File: src/hdl/midi_proto_pkg.sv
`default_nettype none

package midi_proto_pkg;

    typedef enum logic [1:0] {
        rx_idle,
        rx_start,
        rx_data,
        rx_stop
    } rx_state_e;

    typedef enum logic [1:0] {
        tx_idle,
        tx_start,
        tx_data,
        tx_stop
    } tx_state_e;

    // F7 ends sysex but counts like a data byte
    typedef enum logic [1:0] {
        class_data,
        class_status,
        class_sysex_end
    } byte_class_e;

    localparam logic [7:0] sysex_end_byte = 8'hf7;

endpackage

`default_nettype wire

File: src/hdl/midi_timing_pkg.sv
`default_nettype none

package midi_timing_pkg;

    // 500 kHz midi_clk over 31250 baud
    localparam int unsigned clks_per_bit = 16;
    localparam int unsigned half_bit = clks_per_bit / 2;

    localparam int unsigned data_bits = 8;

    localparam int unsigned bit_cnt_w = $clog2(clks_per_bit);

    typedef logic [bit_cnt_w-1:0] bit_cnt_t;

endpackage

`default_nettype wire
File: src/hdl/midi_bit_if.sv
`timescale 1ns/1ns
`default_nettype none

interface midi_bit_if;

    // from the frame fsm
    logic run;
    logic restart;

    // from the timer
    logic mid_tick;
    logic bit_tick;

    modport timer (
        input  run,
        input  restart,
        output mid_tick,
        output bit_tick
    );

    modport frame (
        output run,
        output restart,
        input  mid_tick,
        input  bit_tick
    );

endinterface

`default_nettype wire

File: src/hdl/midi_uart_top.sv
`timescale 1ns/1ns
`default_nettype none

module midi_uart_top (
    input  wire        midi_clk,
    input  wire        reset_mid_n,
    input  wire        midi_rxd,
    output wire        byte_ready,
    output wire  [7:0] midi_in_data,
    output wire        framing_error,
    output wire  [7:0] cur_status,
    output wire  [7:0] midibyte_nr,
    input  wire        midi_send_byte,
    input  wire  [7:0] midi_out_data,
    output wire        midi_txd,
    output wire        midi_out_ready
);

    midi_bit_if rx_bit ();
    midi_bit_if tx_bit ();

    midi_bit_timer u_rx_timer (
        .midi_clk    (midi_clk),
        .reset_mid_n (reset_mid_n),
        .bif         (rx_bit.timer)
    );

    midi_rx_frame u_rx_frame (
        .midi_clk      (midi_clk),
        .reset_mid_n   (reset_mid_n),
        .midi_rxd      (midi_rxd),
        .bif           (rx_bit.frame),
        .byte_ready    (byte_ready),
        .rx_byte       (midi_in_data),
        .framing_error (framing_error)
    );

    midi_status_tracker u_status_tracker (
        .midi_clk    (midi_clk),
        .reset_mid_n (reset_mid_n),
        .byte_ready  (byte_ready),
        .rx_byte     (midi_in_data),
        .cur_status  (cur_status),
        .midibyte_nr (midibyte_nr)
    );

    midi_bit_timer u_tx_timer (
        .midi_clk    (midi_clk),
        .reset_mid_n (reset_mid_n),
        .bif         (tx_bit.timer)
    );

    midi_tx_frame u_tx_frame (
        .midi_clk       (midi_clk),
        .reset_mid_n    (reset_mid_n),
        .midi_send_byte (midi_send_byte),
        .midi_out_data  (midi_out_data),
        .bif            (tx_bit.frame),
        .midi_txd       (midi_txd),
        .midi_out_ready (midi_out_ready)
    );

endmodule

`default_nettype wire

File: src/hdl/midi_tx_frame.sv
`timescale 1ns/1ns
`default_nettype none

module midi_tx_frame (
    input  wire        midi_clk,
    input  wire        reset_mid_n,
    input  wire        midi_send_byte,
    input  wire  [7:0] midi_out_data,
    midi_bit_if.frame  bif,
    output logic       midi_txd,
    output logic       midi_out_ready
);

    midi_proto_pkg::tx_state_e state;

    logic       accept;
    logic [2:0] bit_idx;
    logic [7:0] shreg;

    // strobes while busy are dropped
    assign accept = state == midi_proto_pkg::tx_idle && midi_out_ready && midi_send_byte;

    assign bif.run     = state != midi_proto_pkg::tx_idle;
    assign bif.restart = accept;

    always_ff @(posedge midi_clk or negedge reset_mid_n) begin
        if (!reset_mid_n) begin
            state          <= midi_proto_pkg::tx_idle;
            bit_idx        <= '0;
            midi_txd       <= 1'b1;
            midi_out_ready <= 1'b1;
        end else begin
            case (state)
                midi_proto_pkg::tx_idle: begin
                    if (accept) begin
                        state          <= midi_proto_pkg::tx_start;
                        midi_txd       <= 1'b0;
                        midi_out_ready <= 1'b0;
                    end
                end
                midi_proto_pkg::tx_start: begin
                    if (bif.bit_tick) begin
                        state    <= midi_proto_pkg::tx_data;
                        bit_idx  <= '0;
                        midi_txd <= shreg[0];
                    end
                end
                midi_proto_pkg::tx_data: begin
                    if (bif.bit_tick) begin
                        bit_idx <= bit_idx + 1'b1;
                        if (bit_idx == 3'(midi_timing_pkg::data_bits - 1)) begin
                            state    <= midi_proto_pkg::tx_stop;
                            midi_txd <= 1'b1;
                        end else begin
                            midi_txd <= shreg[0];
                        end
                    end
                end
                default: begin
                    // the line stays high after the stop bit
                    if (bif.bit_tick) begin
                        state          <= midi_proto_pkg::tx_idle;
                        midi_out_ready <= 1'b1;
                    end
                end
            endcase
        end
    end

    always_ff @(posedge midi_clk) begin
        if (accept) begin
            shreg <= midi_out_data;
        end else if (bif.bit_tick && state != midi_proto_pkg::tx_idle) begin
            shreg <= {1'b0, shreg[7:1]};
        end
    end

endmodule

`default_nettype wire

File: src/hdl/midi_status_tracker.sv
`timescale 1ns/1ns
`default_nettype none

module midi_status_tracker (
    input  wire        midi_clk,
    input  wire        reset_mid_n,
    input  wire        byte_ready,
    input  wire  [7:0] rx_byte,
    output logic [7:0] cur_status,
    output logic [7:0] midibyte_nr
);

    midi_proto_pkg::byte_class_e byte_class;

    always_comb begin
        if (!rx_byte[7]) begin
            byte_class = midi_proto_pkg::class_data;
        end else if (rx_byte == midi_proto_pkg::sysex_end_byte) begin
            byte_class = midi_proto_pkg::class_sysex_end;
        end else begin
            byte_class = midi_proto_pkg::class_status;
        end
    end

    // byte number wraps at 8 bits
    always_ff @(posedge midi_clk or negedge reset_mid_n) begin
        if (!reset_mid_n) begin
            cur_status  <= '0;
            midibyte_nr <= '0;
        end else if (byte_ready) begin
            if (byte_class == midi_proto_pkg::class_status) begin
                cur_status  <= rx_byte;
                midibyte_nr <= '0;
            end else begin
                midibyte_nr <= midibyte_nr + 8'd1;
            end
        end
    end

endmodule

`default_nettype wire

File: src/hdl/midi_rx_frame.sv
`timescale 1ns/1ns
`default_nettype none

module midi_rx_frame (
    input  wire        midi_clk,
    input  wire        reset_mid_n,
    input  wire        midi_rxd,
    midi_bit_if.frame  bif,
    output logic       byte_ready,
    output logic [7:0] rx_byte,
    output logic       framing_error
);

    midi_proto_pkg::rx_state_e state;

    logic       rxd_meta;
    logic       rxd_sync;
    logic       rxd_prev;
    logic       fall;
    logic [2:0] bit_idx;
    logic [7:0] shreg;

    // line idles high
    always_ff @(posedge midi_clk or negedge reset_mid_n) begin
        if (!reset_mid_n) begin
            rxd_meta <= 1'b1;
            rxd_sync <= 1'b1;
            rxd_prev <= 1'b1;
        end else begin
            rxd_meta <= midi_rxd;
            rxd_sync <= rxd_meta;
            rxd_prev <= rxd_sync;
        end
    end

    assign fall = rxd_prev && !rxd_sync;

    assign bif.run     = state != midi_proto_pkg::rx_idle;
    assign bif.restart = state == midi_proto_pkg::rx_idle && fall;

    always_ff @(posedge midi_clk or negedge reset_mid_n) begin
        if (!reset_mid_n) begin
            state         <= midi_proto_pkg::rx_idle;
            bit_idx       <= '0;
            byte_ready    <= 1'b0;
            framing_error <= 1'b0;
            rx_byte       <= '0;
        end else begin
            byte_ready    <= 1'b0;
            framing_error <= 1'b0;
            case (state)
                midi_proto_pkg::rx_idle: begin
                    if (fall) begin
                        state <= midi_proto_pkg::rx_start;
                    end
                end
                midi_proto_pkg::rx_start: begin
                    // a high line at mid-bit was only a glitch
                    if (bif.mid_tick) begin
                        state   <= rxd_sync ? midi_proto_pkg::rx_idle : midi_proto_pkg::rx_data;
                        bit_idx <= '0;
                    end
                end
                midi_proto_pkg::rx_data: begin
                    if (bif.mid_tick) begin
                        bit_idx <= bit_idx + 1'b1;
                        if (bit_idx == 3'(midi_timing_pkg::data_bits - 1)) begin
                            state <= midi_proto_pkg::rx_stop;
                        end
                    end
                end
                default: begin
                    if (bif.mid_tick) begin
                        state <= midi_proto_pkg::rx_idle;
                        if (rxd_sync) begin
                            byte_ready <= 1'b1;
                            rx_byte    <= shreg;
                        end else begin
                            framing_error <= 1'b1;
                        end
                    end
                end
            endcase
        end
    end

    // lsb arrives first
    always_ff @(posedge midi_clk) begin
        if (state == midi_proto_pkg::rx_data && bif.mid_tick) begin
            shreg <= {rxd_sync, shreg[7:1]};
        end
    end

endmodule

`default_nettype wire

File: src/hdl/midi_bit_timer.sv
`timescale 1ns/1ns
`default_nettype none

module midi_bit_timer (
    input  wire        midi_clk,
    input  wire        reset_mid_n,
    midi_bit_if.timer  bif
);

    midi_timing_pkg::bit_cnt_t cnt;
    logic                      at_mid;
    logic                      at_last;

    assign at_mid  = cnt == midi_timing_pkg::bit_cnt_t'(midi_timing_pkg::half_bit);
    assign at_last = cnt == midi_timing_pkg::bit_cnt_t'(midi_timing_pkg::clks_per_bit - 1);

    always_ff @(posedge midi_clk or negedge reset_mid_n) begin
        if (!reset_mid_n) begin
            cnt <= '0;
        end else if (bif.restart || !bif.run) begin
            cnt <= '0;
        end else if (at_last) begin
            cnt <= '0;
        end else begin
            cnt <= cnt + 1'b1;
        end
    end

    // ticks only while the frame fsm keeps us running
    assign bif.mid_tick = bif.run && at_mid;
    assign bif.bit_tick = bif.run && at_last;

endmodule

`default_nettype wire

File: config.mk
export PLATFORM = sky130hd
export DESIGN_NAME = midi_uart_top
export DESIGN_NICKNAME = d
export VERILOG_FILES = /design/src/hdl/midi_proto_pkg.sv /design/src/hdl/midi_timing_pkg.sv /design/src/hdl/midi_bit_if.sv /design/src/hdl/midi_uart_top.sv /design/src/hdl/midi_tx_frame.sv /design/src/hdl/midi_status_tracker.sv /design/src/hdl/midi_rx_frame.sv /design/src/hdl/midi_bit_timer.sv
export SDC_FILE = /design/constraint.sdc
export NUM_CORES = 1
export LEC_CHECK = 0
export BUFFER_PORTS_ARGS = -buffer_cell sky130_fd_sc_hd__buf_2
export CAP_MARGIN = 30
export CORE_MARGIN = 4
export CORE_UTILIZATION = 40
export CTS_CLUSTER_DIAMETER = 80
export DETAILED_ROUTE_END_ITERATION = 8
export PLACE_DENSITY_LB_ADDON = 0.15
export SKIP_CTS_REPAIR_TIMING = 1
export SYNTH_ARGS = -nofsm -noshare
export SYNTH_HDL_FRONTEND = slang
export SYNTH_SLANG_ARGS = --single-unit
File: constraint.sdc
create_clock -name midi_clk -period 2.36 [get_ports midi_clk]
set_clock_uncertainty 0.1 [all_clocks]
set_input_delay 0.118 -clock midi_clk [delete_from_list [all_inputs] [get_ports midi_clk]]
set_output_delay 0.118 -clock midi_clk [all_outputs]
set_load 0.02 [all_outputs]
**Word level (Yosys, flattened, before mapping)**

Index checks and enable logic that the tools add are counted.
Widths: inputs -> output; s select.

- Register bits: 65
- Input port bits: 12
- Output and inout port bits: 28

- $add $sub $neg: 5
- Eq/ne operators: 19
- Mux-type cells: 41
- Bitwise logic cells: 2
- Reduce and logical (&&, ||, !) cells: 33

Operators with widths:

| cell | count |
|---|---|
| $mux 2 | 13 |
| $mux 8 | 3 |
| $mux 4 | 4 |
| $ne 2x1->1 const B | 7 |
| $reduce_bool 2->1 | 7 |
| $eq 4x4->1 const B | 3 |
| $mux 3 | 4 |
| $pmux 2 s3 | 2 |
| $pmux 3 s2 | 2 |
| $reduce_and 3->1 | 4 |
| $mux 1 | 11 |
| $reduce_and 5->1 | 2 |
| $add 4x1->4 const B | 2 |
| $add 8x1->8 const B | 1 |
| $eq 8x8->1 const B | 1 |
| $logic_and 1x1->1 | 8 |
| $add 3x1->3 const B | 2 |
| $eq 2x1->1 const B | 3 |
| $eq 3x3->1 const B | 2 |
| $eq 2x2->1 const B | 2 |
| $logic_not 2->1 | 2 |
| $reduce_and 4->1 | 1 |
| $logic_not 1->1 | 3 |
| $pmux 1 s3 | 1 |
| 8 further kinds | 10 |

**Depth between registers and ports, before layout**

- Depth after elaboration: 5
- Gate-level depth with buffers: 7
- Mapped depth without buffers: 6

**By module**

From an unflattened synthesis, not the netlist that was laid out.

- Cells, all modules: 239
- Area, all modules: 2982.9 um2

Modules (own cells, without submodules):

| module | instances | cells an instance | area each (um2) |
|---|---|---|---|
| midi_rx_frame | 1 | 68 | 1007.2 |
| midi_tx_frame | 1 | 63 | 803.3 |
| midi_status_tracker | 1 | 66 | 747.0 |
| midi_bit_timer at u_tx_timer | 1 | 21 | 214.0 |
| midi_bit_timer at u_rx_timer | 1 | 21 | 211.5 |

**Least setup slack after synthesis**

No wires, ideal clock.

- Kind: register -> register
- Start point: reg u_rx_frame.state[0]
- End point: reg u_rx_frame.shreg[0] (enable)
- Setup time: 0.370 ns
- Arrival: 1.402 ns
- Required time: 1.890 ns
- Path slack: 0.488 ns
- Stages on the path, launching flop included: 5
- Path buffers: 0
- Path through: dfrtp_1 > inv_1 > ha_1 > nand4bb_1 > nor2_1

- Cells in the longest elaborated chain, start to end: 3
- Elaborated cells on any way between the ends: 4
- Classes of those cells: eq/ne (1); reduce/logical (3)

Ends and longest elaborated chain:

| element | line | RTL |
|---|---|---|
| from (decl) | midi_rx_frame.sv:14 | `midi_proto_pkg::rx_state_e state;` |
| from (signal assigned) | midi_rx_frame.sv:43 | `state <= midi_proto_pkg::rx_idle;` |
| from (signal assigned) | midi_rx_frame.sv:54 | `state <= midi_proto_pkg::rx_start;` |
| from (signal assigned) | midi_rx_frame.sv:60 | `state <= rxd_sync ? midi_proto_pkg::rx_idle : midi_proto_pkg::rx_data;` |
| $reduce_bool 2->1 | midi_rx_frame.sv:38 | `assign bif.run = state != midi_proto_pkg::rx_idle;` |
| $logic_and 1x1->1 | midi_bit_timer.sv:30 | `assign bif.mid_tick = bif.run && at_mid;` |
| $logic_and 1x1->1 * | midi_rx_frame.sv:89 | `if (state == midi_proto_pkg::rx_data && bif.mid_tick) begin` |
| to (signal assigned) | midi_rx_frame.sv:90 | `shreg <= {rxd_sync, shreg[7:1]};` |
| to (decl) | midi_rx_frame.sv:21 | `logic [7:0] shreg;` |

Mark *: on every way between the ends. The rest lies on a longest branch, timed or not.
A chain may end at the register's enable or synchronous reset.

**Worst setup path after layout**

- Start point: reg u_tx_frame.state[0]
- End point: reg u_tx_frame.state[1]

- Cells in the longest elaborated chain, start to end: 5
- Elaborated cells on any way between the ends: 14
- Classes of those cells: eq/ne (6); mux (1); reduce/logical (7)

Ends and longest elaborated chain:

| element | line | RTL |
|---|---|---|
| from (decl) | midi_tx_frame.sv:14 | `midi_proto_pkg::tx_state_e state;` |
| from (signal assigned) | midi_tx_frame.sv:28 | `state <= midi_proto_pkg::tx_idle;` |
| from (signal assigned) | midi_tx_frame.sv:36 | `state <= midi_proto_pkg::tx_start;` |
| from (signal assigned) | midi_tx_frame.sv:43 | `state <= midi_proto_pkg::tx_data;` |
| $logic_not 2->1 | midi_tx_frame.sv:21, midi_tx_frame.sv:33 |  |
| $logic_and 1x1->1 (2 in series) | midi_tx_frame.sv:21 | `assign accept = state == midi_proto_pkg::tx_idle && midi_out_ready && midi_send_byte;` |
| $ne 2x2->1 (no source line) | - |  |
| $reduce_and 5->1 (no source line) | - |  |

Several ways; a longest one is shown, not always the timed one.

==> impl_results.md <==
* DRC violation total after the first TritonRoute iteration at ~130
* Area of the die at 0.00879 mm²
* Number of warnings printed during yosys synthesis at 0
* Post-DRT Antenna Nets at 0
* Initial standard-cell utilization of the core at between 40% and 50%
* Routability congestion estimate at 0.820
* Gr usage total at 13.1%
* Achievable frequency at 0.497 GHz
* Setup repair after global routing missed its margin: false
* Summed area of non-filler cells in the final layout at ~0.0035 mm²
* Wire length reported by the detailed router at around 5300 µm
* Antenna diodes at 0
* Relative area change from synthesis to final layout at 20.2%
* # DRC at 0
* Power dissipated by switching net loads at 0.000770 W
* Final count of negative-setup-slack endpoints at 0
* Ratio of total power to cell area at around 800 mW/mm²
* Part of the cycle the worst path needs at a little under nine tenths
* Post-synthesis average cell area at between 10 and 15 µm²
* Register bit total from synthesis at 65
* FP Rows at 31
* Largest fanout of any net on the critical path at 6
* Most common cell after layout, fill and taps aside: dfrtp_1
* Design internal power at between 0.002 and 0.0025 W
* Wire length of the first global-routing pass at approximately 8900 µm
* Sequential Power Share at 48.6%
* Gate power share at roughly 18%
* Largest net degree at the start of global routing at 50
* Power after layout at 0.00284 W
* Share of async-settable or async-resettable flops after synthesis at roughly three quarters
* Share of final-layout standard cells stronger than drive strength 1 at a little over a quarter
* TritonCTS clock tree: done
* # nets final at 322
* Count of endpoints failing hold in the final timing report at 0
* Net switching fraction of the power at between 20 and 30%
* Standby leakage power at about 1.7 nW
* Max Slew Vio Count at 0
* Chip height at approximately 94 µm
* Clock Tree Buf Depth at 2
* CTS clock-pin slew for the worst setup and hold paths at roughly 0.07 ns
* Placeable core region at between 0.007 and 0.008 mm²
* Vias at between 1.5k and 2k
* Maximum capacitance violations at 0
* Max transition margin at between 50 and 60%
* Io pins at 40
* Tightest Pin Transition at 0.636 ns
* Number of library cell types mapped by synthesis at 46
* Prevailing post-synth register cell: dfrtp_1
* Overall die width at roughly 94 µm
* Type of the setup path with the least slack: flip-flop to flip-flop
* Dominant cell type by area after synthesis: dfrtp_1
* Number of enable flip-flop cells after synthesis at 16
* Clock tree sinks at 65
* Overflow left after global routing at 0
* Count of TritonRoute iterations in the first routing pass at 4
* Number of antenna violations at the first check in global routing at 0
* DP Wirelength at roughly 3700 µm
* Fill cell total of the finished layout at ~680
* Number of vias per cell at ~4.8
* Clk_lat worst skew at around 0.33 ns
* Number of port buffers at 39
* Synthesized instance count at around 240
* Cell area after placement at 0.00325 mm²
* Fin crit period at just over 2 ns
* Clock tree root driver cell: clkbuf_8
* Type of the worst min-delay path: primary input to flip-flop
* Run status: finished clean
* Category of the worst setup path capture point: flip-flop
* Post-route setup TNS at 0 ns
* Number of nets in the synthesized netlist at between 200 and 300
* Peak VDD IR at ~0.45 mV
* Top library cells by usage in the layout, fill and taps aside: 44 x dfrtp_1, 39 x buf_2, 33 x nand2_1
* WP data required at about 2.5 ns
* Number of global-route vias before repair at 1,960
* Fraction of synthesized cell area taken by the top area cell type at a little under two fifths
* Worst Setup Start Kind: flip-flop
* CTS buffer count at 9
* Mapped Area at slightly below 0.003 mm²
* Final hold slack at just over 0.007 ns
* Sequential element share of the synthesized area at 58.2%
* Wire length per cell after detailed routing at ~13 µm
* Clock Power Share at about a third
* Leading post-synthesis cells by cell area: dfrtp_1 37%, edfxtp_1 16%, ha_1 7.7%, dfstp_2 4.5%, nand2_1 4.2%
* Arrival time worst endpoint at 2.13 ns
* Maximum level of the CTS H-tree at 3
[power groups by stage]
stage	combinational, W	clock, W	sequential, W
6_report	0.000522	0.000937	0.00138
5_1_grt	0.000597	0.00103	0.00140
4_1_cts	0.000522	0.000978	0.00138
3_5_place_dp	0.000522	0	0.00140
3_3_place_gp	0.000516	0	0.00139
2_1_floorplan	0.000381	0	0.00139
[metrics by stage]
stage,worst slack [ns],cells,utilization [%]
global placement,0.424,371,45.0
CTS,0.350,387,47.8
floorplan,0.488,236,-
global route,0.232,396,49.0
finish,0.346,396,49.0
detailed placement,0.366,371,45.0
[worst max-delay path, cell delays in order, from the launching register on]
cell and delay [ns]:
dfrtp_1 0.40, inv_1 0.11, ha_1 0.26, and4b_1 0.40, nand2_1 0.11, a2bb2oi_1 0.17, mux2_2 0.35
[kinds of logic after synthesis]
| kind of cell | count (synthesis) | synth area share (%) |
|---|---|---|
| AOI/OAI and AO/OA | 35 | 8.50 |
| xor gates and xnor gates | 8 | 2.38 |
| adders and majority gates | 18 | 7.65 |
| buffers and inverters | 17 | 2.55 |
| DFF | 65 | 58.2 |
| muxes | 20 | 8.55 |
| and+or+nand+nor | 73 | 12.2 |
[sequential cells by signal, summed over array words and instances (netlist names), 2 cells and up]
| register | cells |
|---|---|
| u_rx_frame.rx_byte | 8 |
| u_rx_frame.shreg | 8 |
| u_status_tracker.cur_status | 8 |
| u_status_tracker.midibyte_nr | 8 |
| u_tx_frame.shreg | 8 |
| u_rx_timer.cnt | 4 |
| u_tx_timer.cnt | 4 |
| u_rx_frame.bit_idx | 3 |
| u_tx_frame.bit_idx | 3 |
| u_rx_frame.state | 2 |
| u_tx_frame.state | 2 |
[layer usage]
metal	routed length [µm]	part of all wire, %	track usage [%]
met1	2510	47	15.8
met2	2530	47	20.9
met3	212	4.0	4.81
met4	93	1.7	6.14
met5	0	0	0
[worst paths after layout]
kind	startpoint	end	slack [ns]	cells after the start
max	u_tx_frame.state[0]$_DFFE_PN0P_	u_tx_frame.state[1]$_DFFE_PN0P_	0.35	6
min	midi_send_byte	u_tx_frame.midi_out_ready$_DFFE_PN1P_	0.007	4
max reg2reg	u_tx_frame.state[0]$_DFFE_PN0P_	u_tx_frame.state[1]$_DFFE_PN0P_	0.35	6
min reg2reg	u_rx_frame.rxd_meta$_DFF_PN1_	u_rx_frame.rxd_sync$_DFF_PN1_	0.26	0
max in group asynchronous	reset_mid_n	u_rx_frame.bit_idx[1]$_DFFE_PN0P_	1.42	3
min in group asynchronous	reset_mid_n	u_tx_timer.cnt[0]$_DFF_PN0_	0.32	3
[cell usage after synthesis (3+ instances only)]
cell	instances
mux2i_1	3
ha_1	18
nand4_1	4
o2bb2ai_1	3
dfrtp_1	44
buf_2	3
a32o_1	3
dfstp_2	5
mux2_2	9
nor2_1	16
o21ai_0	11
xor2_1	6
nand2_1	33
inv_1	12
edfxtp_1	16
a21oi_1	5
mux2_4	8
[layout make-up]
type	instances	area [µm²]	area share [%]
flip-flops and latches	65	1710	48.4
multi-input cells	154	1150	32.7
repair buffers	50	300	8.49
clock buffers	13	159	4.49
well taps	99	124	3.50
inverters	12	45.0	1.27
clock inverters	3	40.0	1.13
No activity file was read; power rests on OpenSTA's default activity.
